**src/rtl/usb_rx_macros.svh**
```systemverilog
////////////////////////////////////////
// USB receive monitor constants
// Bus widths, RX CMD field positions,
// CRC16 residue and address check default
////////////////////////////////////////
`ifndef USB_RX_MACROS_SVH
`define USB_RX_MACROS_SVH

// ULPI data bus width
`define USB_RX_BYTE_W 8

// UTMI line state width
`define USB_RX_LINESTATE_W 2

// RX CMD byte layout
// Line state sits in bits 1:0 and RxEvent in bits 5:4
`define USB_RX_CMD_LS_LSB 0
`define USB_RX_CMD_EVT_LSB 4
`define USB_RX_CMD_EVT_W 2

// Remainder of a good DATA packet run through the CRC16 with its CRC bytes
// Bit-reversed form of 16'h800D since the register shifts LSB first
`define USB_RX_CRC16_RESIDUAL 16'hB001

// Address filter on by default
`define USB_RX_ADDR_CHECK_DEFAULT 1'b1

`endif

```
**src/rtl/usb_rx_pkg.sv**
```systemverilog
////////////////////////////////////////
// USB receive monitor types
// PID codes, line state, decoder phase
// and the CRC5 / CRC16 helpers
////////////////////////////////////////
`include "usb_rx_macros.svh"

package usb_rx_pkg;

    // PID as carried in the low nibble of the PID byte
    typedef enum logic [3:0] {
        PID_RSVD  = 4'b0000,
        PID_OUT   = 4'b0001,
        PID_ACK   = 4'b0010,
        PID_DATA0 = 4'b0011,
        PID_PING  = 4'b0100,
        PID_SOF   = 4'b0101,
        PID_NYET  = 4'b0110,
        PID_DATA2 = 4'b0111,
        PID_SPLIT = 4'b1000,
        PID_IN    = 4'b1001,
        PID_NAK   = 4'b1010,
        PID_DATA1 = 4'b1011,
        PID_ERR   = 4'b1100,
        PID_SETUP = 4'b1101,
        PID_STALL = 4'b1110,
        PID_MDATA = 4'b1111
    } pid_t;

    typedef enum logic [`USB_RX_LINESTATE_W-1:0] {
        LS_SE0 = 2'b00,
        LS_J   = 2'b01,
        LS_K   = 2'b10,
        LS_SE1 = 2'b11
    } linestate_t;

    typedef enum logic [2:0] {
        PH_PID,
        PH_DATA,
        PH_TOKEN_B0,
        PH_TOKEN_B1,
        PH_SOF_B0,
        PH_SOF_B1,
        PH_ERROR,
        PH_NONE
    } rx_phase_t;

    // CRC5 over address and endpoint, bit 0 first on the wire
    // Result is bit-ordered as it appears in bits 7:3 of the second token byte
    function automatic logic [4:0] crc5_token(input logic [10:0] bits);
        logic [4:0] crc;
        logic       fb;
        int         i;
        crc = 5'h1f;
        for (i = 0; i < 11; i++) begin
            fb  = crc[4] ^ bits[i];
            crc = {crc[3:0], 1'b0};
            if (fb) begin
                crc = crc ^ 5'b00101;
            end
        end
        crc = ~crc;
        return {crc[0], crc[1], crc[2], crc[3], crc[4]};
    endfunction

    // One byte through the reflected CRC16 (poly 8005 reversed)
    function automatic logic [15:0] crc16_step(input logic [15:0]               crc_in,
                                               input logic [`USB_RX_BYTE_W-1:0] data);
        logic [15:0] crc;
        logic        fb;
        int          i;
        crc = crc_in;
        for (i = 0; i < `USB_RX_BYTE_W; i++) begin
            fb  = crc[0] ^ data[i];
            crc = crc >> 1;
            if (fb) begin
                crc = crc ^ 16'hA001;
            end
        end
        return crc;
    endfunction

endpackage

```
**src/rtl/ulpi_rxcmd_decoder.sv**
```systemverilog
`timescale 1ns/100ps
////////////////////////////////////////
// ULPI RX CMD decoder
// Tracks dir turnarounds, splits RX CMD
// bytes from packet bytes, holds status
////////////////////////////////////////
`include "usb_rx_macros.svh"

module ulpi_rxcmd_decoder (
    input  logic                      phy_clk,
    input  logic                      reset,
    input  logic [`USB_RX_BYTE_W-1:0] phy_di,
    input  logic                      phy_dir,
    input  logic                      phy_nxt,
    output logic                      byte_strobe,
    output logic [`USB_RX_BYTE_W-1:0] byte_data,
    output logic                      rx_active,
    output logic                      rx_error,
    output usb_rx_pkg::linestate_t    linestate,
    output logic                      host_disconnected
);
    import usb_rx_pkg::*;

    logic                         dir_prev;
    logic                         turnaround;
    logic                         dir_fall;
    logic                         rxcmd_valid;
    logic                         data_valid;
    logic [`USB_RX_CMD_EVT_W-1:0] rx_event;

    // The cycle in which the PHY takes the bus carries nothing
    assign turnaround  = phy_dir && !dir_prev;
    assign dir_fall    = !phy_dir && dir_prev;
    assign rxcmd_valid = phy_dir && dir_prev && !phy_nxt;
    assign data_valid  = phy_dir && dir_prev && phy_nxt;
    assign rx_event    = phy_di[`USB_RX_CMD_EVT_LSB +: `USB_RX_CMD_EVT_W];

    always_ff @(posedge phy_clk) begin
        if (reset) begin
            dir_prev          <= 1'b0;
            byte_strobe       <= 1'b0;
            rx_active         <= 1'b0;
            rx_error          <= 1'b0;
            linestate         <= LS_SE1;
            host_disconnected <= 1'b1;
        end else begin
            dir_prev    <= phy_dir;
            byte_strobe <= data_valid;

            if (turnaround) begin
                // nxt high here means a packet is already starting
                rx_active <= phy_nxt;
                rx_error  <= 1'b0;
            end else if (rxcmd_valid) begin
                linestate <= linestate_t'(phy_di[`USB_RX_CMD_LS_LSB +: `USB_RX_LINESTATE_W]);
                case (rx_event)
                    2'b00: begin
                        rx_active         <= 1'b0;
                        rx_error          <= 1'b0;
                        host_disconnected <= 1'b0;
                    end
                    2'b01: begin
                        rx_active         <= 1'b1;
                        rx_error          <= 1'b0;
                        host_disconnected <= 1'b0;
                    end
                    2'b11: begin
                        rx_active         <= 1'b1;
                        rx_error          <= 1'b1;
                        host_disconnected <= 1'b0;
                    end
                    default: begin
                        // Host disconnect leaves active and error low
                        rx_active         <= 1'b0;
                        rx_error          <= 1'b0;
                        host_disconnected <= 1'b1;
                    end
                endcase
            end else if (dir_fall) begin
                // Losing the bus ends any packet in flight
                rx_active <= 1'b0;
                rx_error  <= 1'b0;
            end
        end
    end

    // Packet byte capture
    always_ff @(posedge phy_clk) begin
        if (data_valid) begin
            byte_data <= phy_di;
        end
    end

    // Turnaround sample must never come out as a packet byte
    a_no_byte_after_turnaround: assert property (
        @(posedge phy_clk) disable iff (reset)
        $rose(phy_dir) |=> !byte_strobe
    );

endmodule

```
**src/rtl/usb_crc16_checker.sv**
```systemverilog
`timescale 1ns/100ps
////////////////////////////////////////
// USB CRC16 checker
// Running CRC over DATA packet bytes
////////////////////////////////////////
`include "usb_rx_macros.svh"

module usb_crc16_checker (
    input  logic                      phy_clk,
    input  logic                      reset,
    input  logic                      crc_clear,
    input  logic                      crc_strobe,
    input  logic [`USB_RX_BYTE_W-1:0] crc_data,
    output logic                      crc_ok
);
    import usb_rx_pkg::*;

    logic [15:0] crc_reg;

    // Preset to all ones at each PID and stepped once per byte
    always_ff @(posedge phy_clk) begin
        if (reset) begin
            crc_reg <= 16'hFFFF;
        end else if (crc_clear) begin
            crc_reg <= 16'hFFFF;
        end else if (crc_strobe) begin
            crc_reg <= crc16_step(crc_reg, crc_data);
        end
    end

    // Good once the CRC bytes themselves have been folded in
    assign crc_ok = (crc_reg == `USB_RX_CRC16_RESIDUAL);

endmodule

```
**src/rtl/usb_rx_packet_decoder.sv**
```systemverilog
`timescale 1ns/100ps
////////////////////////////////////////
// USB receive packet decoder
// PID check, token CRC5 and address
// filter, handshakes, DATA with CRC16
////////////////////////////////////////
`include "usb_rx_macros.svh"

module usb_rx_packet_decoder #(
    parameter bit addr_check_en = `USB_RX_ADDR_CHECK_DEFAULT
) (
    input  logic                      phy_clk,
    input  logic                      reset,
    input  logic                      byte_strobe,
    input  logic [`USB_RX_BYTE_W-1:0] byte_data,
    input  logic                      rx_active,
    input  logic                      rx_error,
    input  logic [6:0]                cfg_usb_addr,
    output logic [`USB_RX_BYTE_W-1:0] rx_data,
    output logic                      rx_valid,
    output logic                      rx_last,
    output logic                      rx_error_flag
);
    import usb_rx_pkg::*;

    rx_phase_t                 phase;
    pid_t                      pid;
    logic                      rx_active_prev;
    logic                      pkt_start;
    logic                      pkt_end;
    logic                      pkt_error;
    logic                      filter;
    logic [1:0]                count;
    logic [`USB_RX_BYTE_W-1:0] hist1;
    logic [`USB_RX_BYTE_W-1:0] hist2;
    logic [`USB_RX_BYTE_W-1:0] hist3;
    logic                      pid_bad;
    logic [10:0]               token_bits;
    logic                      token_pass;
    logic                      crc_clear;
    logic                      crc_strobe;
    logic                      crc_ok;

    assign pkt_start = rx_active && !rx_active_prev;
    assign pkt_end   = !rx_active && rx_active_prev;

    assign pid     = pid_t'(byte_data[3:0]);
    assign pid_bad = (byte_data[7:4] != ~byte_data[3:0]);

    // Second token byte is current, first one is in hist1
    assign token_bits = {byte_data[2:0], hist1};
    assign token_pass = (crc5_token(token_bits) == byte_data[7:3]) &&
                        (!addr_check_en || (hist1[6:0] == cfg_usb_addr));

    assign crc_clear  = byte_strobe && (phase == PH_PID);
    assign crc_strobe = byte_strobe && (phase == PH_DATA);

    usb_crc16_checker crc16_i (
        .phy_clk    (phy_clk),
        .reset      (reset),
        .crc_clear  (crc_clear),
        .crc_strobe (crc_strobe),
        .crc_data   (byte_data),
        .crc_ok     (crc_ok)
    );

    // Last three bytes of the packet
    always_ff @(posedge phy_clk) begin
        if (byte_strobe) begin
            hist1 <= byte_data;
            hist2 <= hist1;
            hist3 <= hist2;
        end
    end

    always_ff @(posedge phy_clk) begin
        if (reset) begin
            rx_valid       <= 1'b0;
            rx_last        <= 1'b0;
            rx_active_prev <= 1'b0;
            pkt_error      <= 1'b0;
            phase          <= PH_NONE;
            filter         <= 1'b0;
            count          <= 2'd0;
        end else begin
            rx_valid       <= 1'b0;
            rx_last        <= 1'b0;
            rx_active_prev <= rx_active;

            // Error seen anywhere inside the packet sticks until the next one
            if (pkt_start) begin
                phase     <= PH_PID;
                pkt_error <= rx_error;
            end else begin
                pkt_error <= pkt_error || rx_error;
            end

            if (byte_strobe) begin
                case (phase)
                    PH_PID: begin
                        count <= 2'd0;
                        if (pid_bad) begin
                            phase  <= PH_ERROR;
                            filter <= 1'b0;
                        end else begin
                            case (pid)
                                PID_ACK, PID_NAK, PID_STALL, PID_NYET: begin
                                    phase         <= PH_NONE;
                                    rx_data       <= {4'h0, byte_data[3:0]};
                                    rx_valid      <= filter;
                                    rx_last       <= filter;
                                    rx_error_flag <= 1'b0;
                                end
                                PID_DATA0, PID_DATA1, PID_DATA2, PID_MDATA: begin
                                    phase <= filter ? PH_DATA : PH_NONE;
                                end
                                PID_OUT, PID_IN, PID_SETUP, PID_PING: begin
                                    phase <= PH_TOKEN_B0;
                                end
                                PID_SOF: begin
                                    phase <= PH_SOF_B0;
                                end
                                default: begin
                                    // SPLIT and the rest are skipped to packet end
                                    phase <= PH_ERROR;
                                end
                            endcase
                        end
                    end
                    PH_DATA: begin
                        // Hold back two bytes since they may turn out to be the CRC
                        if (count == 2'd3) begin
                            rx_data       <= hist3;
                            rx_valid      <= 1'b1;
                            rx_error_flag <= 1'b0;
                        end else begin
                            count <= count + 2'd1;
                        end
                    end
                    PH_TOKEN_B0: begin
                        phase <= PH_TOKEN_B1;
                    end
                    PH_TOKEN_B1: begin
                        phase         <= PH_NONE;
                        filter        <= token_pass;
                        rx_data       <= {byte_data[2:0], hist1[7], hist2[3:0]};
                        rx_valid      <= token_pass;
                        rx_last       <= token_pass;
                        rx_error_flag <= 1'b0;
                    end
                    PH_SOF_B0: begin
                        phase <= PH_SOF_B1;
                    end
                    PH_SOF_B1: begin
                        phase <= PH_NONE;
                    end
                    default: begin
                        // Wait for rx_active to drop
                        phase <= phase;
                    end
                endcase
            end

            if (pkt_end) begin
                if ((phase == PH_DATA) && (count == 2'd3)) begin
                    rx_data       <= hist3;
                    rx_valid      <= 1'b1;
                    rx_last       <= 1'b1;
                    rx_error_flag <= pkt_error || !crc_ok;
                end
                phase <= PH_NONE;
            end
        end
    end

    a_last_has_valid: assert property (
        @(posedge phy_clk) disable iff (reset)
        rx_last |-> rx_valid
    );

endmodule

```
**src/rtl/usb_rx.sv**
```systemverilog
`timescale 1ns/100ps
////////////////////////////////////////
// USB 2.0 receive link monitor
// ULPI RX CMD decoder feeding the
// packet decoder
////////////////////////////////////////
`include "usb_rx_macros.svh"

module usb_rx (
    input  logic                      phy_clk,
    input  logic                      reset,
    input  logic [`USB_RX_BYTE_W-1:0] phy_di,
    input  logic                      phy_dir,
    input  logic                      phy_nxt,
    input  logic [6:0]                cfg_usb_addr,
    output logic [`USB_RX_BYTE_W-1:0] rx_data,
    output logic                      rx_valid,
    output logic                      rx_last,
    output logic                      rx_error_flag,
    output usb_rx_pkg::linestate_t    linestate,
    output logic                      host_disconnected
);

    // Byte stream and UTMI status between the two stages
    logic                      byte_strobe;
    logic [`USB_RX_BYTE_W-1:0] byte_data;
    logic                      rx_active;
    logic                      rx_error;

    ulpi_rxcmd_decoder rxcmd_i (
        .phy_clk           (phy_clk),
        .reset             (reset),
        .phy_di            (phy_di),
        .phy_dir           (phy_dir),
        .phy_nxt           (phy_nxt),
        .byte_strobe       (byte_strobe),
        .byte_data         (byte_data),
        .rx_active         (rx_active),
        .rx_error          (rx_error),
        .linestate         (linestate),
        .host_disconnected (host_disconnected)
    );

    usb_rx_packet_decoder packet_i (
        .phy_clk       (phy_clk),
        .reset         (reset),
        .byte_strobe   (byte_strobe),
        .byte_data     (byte_data),
        .rx_active     (rx_active),
        .rx_error      (rx_error),
        .cfg_usb_addr  (cfg_usb_addr),
        .rx_data       (rx_data),
        .rx_valid      (rx_valid),
        .rx_last       (rx_last),
        .rx_error_flag (rx_error_flag)
    );

endmodule

```
**config.mk**
```make
export PLATFORM = sky130hd
export DESIGN_NAME = usb_rx
export DESIGN_NICKNAME = d
export VERILOG_FILES = /design/src/rtl/usb_rx_pkg.sv /design/src/rtl/ulpi_rxcmd_decoder.sv /design/src/rtl/usb_crc16_checker.sv /design/src/rtl/usb_rx_packet_decoder.sv /design/src/rtl/usb_rx.sv
export VERILOG_INCLUDE_DIRS = /design/src /design/src/rtl
export SDC_FILE = /design/constraint.sdc
export NUM_CORES = 1
export LEC_CHECK = 0
export ABC_AREA = 1
export BUFFER_PORTS_ARGS = -buffer_cell sky130_fd_sc_hd__buf_4
export CAP_MARGIN = 20
export CELL_PAD_IN_SITES_DETAIL_PLACEMENT = 0
export CELL_PAD_IN_SITES_GLOBAL_PLACEMENT = 2
export CORE_MARGIN = 2
export CORE_UTILIZATION = 35
export DETAILED_ROUTE_END_ITERATION = 8
export PLACE_DENSITY = 0.76
export SLEW_MARGIN = 20
export SYNTH_ARGS = -nofsm -noshare
export SYNTH_HDL_FRONTEND = slang
export SYNTH_SLANG_ARGS = --single-unit
```
**constraint.sdc**
```tcl
create_clock -name phy_clk -period 3.1 [get_ports phy_clk]
set_input_delay 0.465 -clock phy_clk [delete_from_list [all_inputs] [get_ports phy_clk]]
set_output_delay 0.465 -clock phy_clk [all_outputs]
set_load 0.05 [all_outputs]
```
==> results of run 1 <==
==> through the flow <==
| stage | hold slack (ns) | power [mW] | utilization |
|---|---|---|---|
| floorplan | 0.4003 | 1.204 | - |
| global placement | 0.4022 | 1.265 | 0.3922 |
| detailed placement | 0.4045 | 1.266 | 0.3922 |
| CTS | 0.2663 | 2.098 | 0.4124 |
| global route | 0.2647 | 2.160 | 0.4124 |
| finish | 0.2799 | 2.079 | 0.4124 |
==> report_power, final <==
part / switching (mW) / internal [mW]
Combinational: 0.107 / 0.0632
Clock: 0.386 / 0.451
Sequential: 0.0210 / 1.05
Total: 0.514 / 1.57
==> worst max-delay path: stages (launching register included) <==
cell and delay (ns):
edfxtp_1 0.61, inv_4 0.18, nand2_1 0.08, a21oi_2 0.14
nand4_2 0.16, nor2_4 0.16, nand2_1 0.07, nand2_1 0.10
nand2_4 0.12, a21boi_2 0.14, o22ai_1 0.07
==> cell families after synthesis <==
kind of cell	count (synthesis)	synth area share
compound gates	79	0.1251
xor+xnor	28	0.07381
fa+ha+maj	1	0.003265
buf+inv	69	0.07413
flops	74	0.4938
simple gates	198	0.2299
==> area by class of cell <==
cell class,instances,share of cell area
tap,140,0.03953
clock buffer,9,0.02795
sequential,74,0.4269
multi-input combinational,306,0.3735
clock inverter,7,0.02117
inverter,56,0.04828
timing repair buffer,37,0.06268
==> worst min-delay path by stage <==
stage,end,depth (start not counted),slack [ns]
4_1_cts,rxcmd_i.byte_data[3],1,0.27
6_report,rxcmd_i.byte_data[3],1,0.28
2_1_floorplan,packet_i.hist3[4],0,0.40
3_3_place_gp,packet_i.hist3[6],0,0.40
3_5_place_dp,packet_i.hist3[7],0,0.40
5_1_grt,rxcmd_i.byte_data[2],1,0.26
==> layer usage <==
metal  wire length, um  part of all wire
met2              4233              0.45
met4               145             0.015
met1              4730              0.50
met5                 0                 0
met3               400             0.042
==> cells in the final DEF, fill, tap and decap left out, types with 17 or more instances in the layout <==
cell,count
nand2_1,116
inv_1,48
edfxtp_1,41
buf_4,37
dfxtp_1,33
nor2_1,27
a21oi_1,25
nand3_1,25
o21ai_0,22
xnor2_1,17
==> cells in the mapped netlist (4+ instances only) <==
master	number
edfxtp_1	41
dfxtp_1	33
nor3_1	4
o21ai_0	22
a21oi_2	4
xnor2_1	17
nand3_1	25
inv_1	48
a21oi_1	25
xor2_1	6
o22ai_1	6
nand2_2	7
inv_2	4
nand4_1	4
o211ai_1	6
nor2_1	27
buf_2	8
nand2_1	116
==> flow_metrics.tcl, run 1 <==
set metrics [dict create \
    cts_tree "done" \
    final_cell_area_um2 4432 \
    synth_flop_cell "edfxtp_1" \
    cp-end-kind "flop" \
    cellLeakagePower_nw 1.832 \
    synthCells 449 \
    report.final.slew_viol_count 0 \
    ys_seq_area_frac 0.4938 \
    outcome "finished clean" \
    fin_cells 629 \
    largest_reg_flops 16 \
    start_kind "flop" \
    grt_max_degree 33 \
    crit_path_start "rxcmd_i.byte_data[0]" \
    die_h_um 108.6 \
    clock_tree.root_cell "clkbuf_8" \
    first_pass_iters 4 \
    avgSynthCellArea_um2 8.533 \
    n_fill_cell 1108 \
    num_antenna_cells 0 \
    use_met3 0.03288 \
    drc 0 \
    pin_count 33 \
    dpl_cell_area_um2 4214 \
    antenna_found_initial 0 \
    hold_start "phy_di[3]" \
    setup_viol 0 \
    worst-path-max-fanout 9 \
    area_growth_pct 15.68 \
    regArea_um2 1892 \
    grt_pass1_wl_mm 15.42 \
    vdd_drop_max_uv 225.6 \
    cts.path.max_buffers 2 \
    grt_pass1_vias 2896 \
    vias_per_cell 4.825 \
    tightestPinTransition_ns 0.5970 \
    yosysTopAreaCell "edfxtp_1" \
    rows 38 \
    clock_latency_ns 0.35 \
    rsz0062_at_grt "false" \
    synth.net_count 469 \
    max-slew-margin-rel 0.6015 \
    antenna_left 0 \
    ys_types 45 \
    start_util 0.3565 \
    async_flop_share 0 \
    r2r_end "packet_i.rx_data[7]" \
    r2r-start "rxcmd_i.byte_data[0]" \
    fin_worst_skew_ns 0.01068 \
    synth_area_leaders "edfxtp_1 32%, dfxtp_1 17%, nand2_1 11%" \
    post_cts_buffers 0 \
    wirelength_mm 9.510 \
    clock_sinks 74 \
    met1_usage 0.2452 \
    avgRoutedWirePerCell_um 15.12 \
    dp_hpwl_mm 7.036 \
    place_congestion 0.8252 \
    max_freq_ghz 0.4778 \
    maxCapViolCount 0 \
    cp.arrival_ns 2.19 \
    gr-total-overflow 0 \
    synth-edff-count 41 \
    cp-endpoint "packet_i.rx_data[7]" \
    met2_usage 0.2688 \
    cp.required_ns 3.20 \
    post-synth-top-area-fraction 0.3214 \
    fin_nets 504 \
    place_ws_ns 1.008 \
    grt-busiest-layer "met2" \
    synth-seq-cells 74 \
    final.setup.worst_slack_ns 1.007 \
    power_density_nw_per_um2 469.2 \
    die-area_um2 11800 \
    post_cts_resized 0 \
    cts_max_level 3 \
    post_route_cells_drive_above_1_share 0.1759 \
    crit_type "flop to flop" \
    rrSetupSlack_ns 1.01 \
    via_count 3035 \
    hold_buffers 0 \
    hold_violations 0 \
    drtIter0Drc 219 \
    yosysWarnings 0 \
    placedCellCount 613 \
    grt_usage 0.1756 \
    fin_crit_sh 0.6751 \
    cts_buffers 9 \
    r2r_cells 10 \
    multi_input_area_um2 1655 \
    fin_setup_tns_ns 0 \
    cts.clk_slew.worst_paths_ns 0.09 \
    numPortBuffers 32 \
    worstHoldPathType "input pin to flop" \
    final.min_clock_period_ns 2.093 \
    synthesis.area_um2 3831 \
    die_w_um 108.6 \
    core_area_um2 10750 \
]
Power figures use the tool's default switching activity.
==> run 2: changes to the inputs <==
--- a/config.mk
+++ b/config.mk
@@ -6,7 +6,7 @@
 export SDC_FILE = /design/constraint.sdc
 export NUM_CORES = 1
 export LEC_CHECK = 0
-export ABC_AREA = 1
+export ABC_AREA = 0
 export BUFFER_PORTS_ARGS = -buffer_cell sky130_fd_sc_hd__buf_4
 export CAP_MARGIN = 20
 export CELL_PAD_IN_SITES_DETAIL_PLACEMENT = 0
@@ -14,7 +14,7 @@
 export CORE_MARGIN = 2
 export CORE_UTILIZATION = 35
 export DETAILED_ROUTE_END_ITERATION = 8
-export PLACE_DENSITY = 0.76
+export PLACE_DENSITY = 0.73
 export SLEW_MARGIN = 20
 export SYNTH_ARGS = -nofsm -noshare
 export SYNTH_HDL_FRONTEND = slang
==> constraint.sdc (replaced) <==
create_clock -name phy_clk -period 1.8 [get_ports phy_clk]
set_input_delay 0.27 -clock phy_clk [delete_from_list [all_inputs] [get_ports phy_clk]]
set_output_delay 0.27 -clock phy_clk [all_outputs]
set_load 0.05 [all_outputs]
==> flow_metrics.tcl, run 2 <==
set metrics [dict create \
    worstHoldPathType "input pin to flop" \
    setup_viol 17 \
    async_flop_share 0 \
    cp.required_ns 2.07 \
    first_pass_iters 4 \
    post_route_cells_drive_above_1_share 0.4151 \
    synthesis.area_um2 3481 \
    rsz0062_at_grt "true" \
    power_density_nw_per_um2 705.4 \
    grt_pass1_vias 2642 \
    fin_cells 557 \
    die-area_um2 10760 \
    cts.clk_slew.worst_paths_ns 0.09 \
    synth.net_count 327 \
    wirelength_mm 8.825 \
    grt_usage 0.1702 \
    final_cell_mix "101 x buf_4, 41 x edfxtp_1, 32 x nand2_1, 32 x dfxtp_1, 16 x xnor2_1" \
    clock_tree.root_cell "clkbuf_8" \
    vias_per_cell 4.926 \
    vdd_drop_max_uv 427.1 \
    clock_sinks 74 \
    antenna_found_initial 0 \
    cts_buffers 9 \
    start_util 0.3578 \
    maxCapViolCount 0 \
    core_area_um2 9729 \
    largest_reg_flops 16 \
    fin_worst_skew_ns 0.008949 \
    max_freq_ghz 0.4473 \
    clock_latency_ns 0.36 \
    grt_pass1_wl_mm 14.17 \
    outcome "finished, violations left" \
    die_w_um 103.7 \
    synth_area_leaders "edfxtp_1 35%, dfxtp_1 19%, xnor2_1 6.3%" \
    yosysMostFrequentCell "edfxtp_1" \
    drtIter0Drc 156 \
    ys_seq_area_frac 0.5435 \
    start_kind "flop" \
    avgSynthCellArea_um2 11.34 \
    avgRoutedWirePerCell_um 15.84 \
    worst-path-max-fanout 3 \
    final.setup.worst_slack_ns -0.4356 \
    synthCells 307 \
    antenna_left 0 \
    fin_crit_sh 1.242 \
    via_count 2744 \
    fin_setup_tns_ns -3.176 \
    grt_max_degree 27 \
    max-slew-margin-rel 0.7209 \
    cellLeakagePower_nw 2.111 \
    violations "setup timing" \
    place_congestion 0.7802 \
    post-synth-top-area-fraction 0.3537 \
    crit_type "flop to flop" \
    yosysTopAreaCell "edfxtp_1" \
    yosysWarnings 0 \
    gr-total-overflow 0 \
    cp-end-kind "flop" \
    placedCellCount 523 \
    area_growth_pct 46.05 \
    synthTopCellsByCount "41 x edfxtp_1, 35 x nand2_1, 33 x dfxtp_1, 25 x xnor2_1" \
    tightestPinTransition_ns 0.4186 \
    rows 36 \
    drc 0 \
    cp.arrival_ns 2.51 \
    synth_flop_cell "edfxtp_1" \
    synth-edff-count 41 \
    fin_nets 439 \
    final_common_cell "buf_4" \
    num_antenna_cells 0 \
    die_h_um 103.7 \
    cts_tree "done" \
    hold_violations 0 \
    report.final.slew_viol_count 0 \
    cts_max_level 3 \
    dp_hpwl_mm 6.213 \
    synth-seq-cells 74 \
    numPortBuffers 32 \
    pin_count 33 \
    final.min_clock_period_ns 2.236 \
    cts.path.max_buffers 2 \
    ys_types 50 \
]
## run 2: metrics by stage
stage	hold slack, ns	total power [mW]	setup WS (ns)	utilization	instance area [um^2]
after global routing	0.07188	3.735	-0.5232	0.5225	5084
after global placement	0.4022	2.180	-0.4352	0.4496	4374
after detailed placement	0.4045	2.182	-0.5031	0.4496	4374
after floorplan	0.3416	2.049	-0.3382	-	3537
after CTS	0.06803	3.598	-0.4155	0.5057	4920
final	0.08287	3.586	-0.4356	0.5225	5084
## run 2: worst paths after layout
path | cells after the start | to | slack, ns | from
worst min register to register | 0 | packet_i.hist3[5] | 0.43 | packet_i.hist2[5]
worst min-delay path | 1 | rxcmd_i.byte_data[2] | 0.08 | phy_di[2]
worst max register to register | 6 | packet_i.rx_valid | -0.44 | packet_i.hist1[2]
worst max-delay path | 6 | packet_i.rx_valid | -0.44 | packet_i.hist1[2]
## run 2: layout make-up
cell class	instances	area, um^2
Fill cell	898	4646
Clock inverter	7	86.33
Multi-Input combinational cell	211	1852
Inverter	9	33.78
Sequential cell	74	1896
Clock buffer	9	123.9
Tap cell	133	166.4
Timing Repair Buffer	114	925.9
## run 2: repair_timing
item | CTS | global route
endpoints found under the setup margin | 15 | 17
setup buffers | 14 | 7
hold buffers | 0 | 0
pin swaps | 23 | 13
resized for setup | 48 | 21
## run 2: power by group
part	internal (mW)	switching [mW]
Sequential	1.81	0.0244
Clock	0.669	0.715
Combinational	0.179	0.193
Total	2.65	0.932
## run 2: per-layer routing
layer | wire length (um) | up-vias | track usage
met5 | 0 | - | 0
met4 | 194 | 0 | 0.07529
met3 | 257 | 17 | 0.02706
met2 | 4093 | 51 | 0.2569
met1 | 4280 | 1337 | 0.2421
li1 | - | 1339 | -
## run 2: logic make-up (layout without fill, tap and decap cells)
kind of cell	Yosys count	in the layout	share of synthesized area
buffers and inverters	22	139	0.02660
XOR/XNOR	46	46	0.1438
AO/OA/AOI/OAI	69	69	0.1359
flip-flops	74	74	0.5435
adder cells (fa/ha/maj)	1	1	0.003594
AND/OR/NAND/NOR	86	86	0.1208
multiplexers	9	9	0.02588
## run 2: critical path, stage by stage (launching register included)
cell,delay (ns)
edfxtp_1,0.45
xor2_1,0.16
or4_1,0.48
or4_4,0.51
a221oi_4,0.24
nor2_1,0.10
a221oi_2,0.21
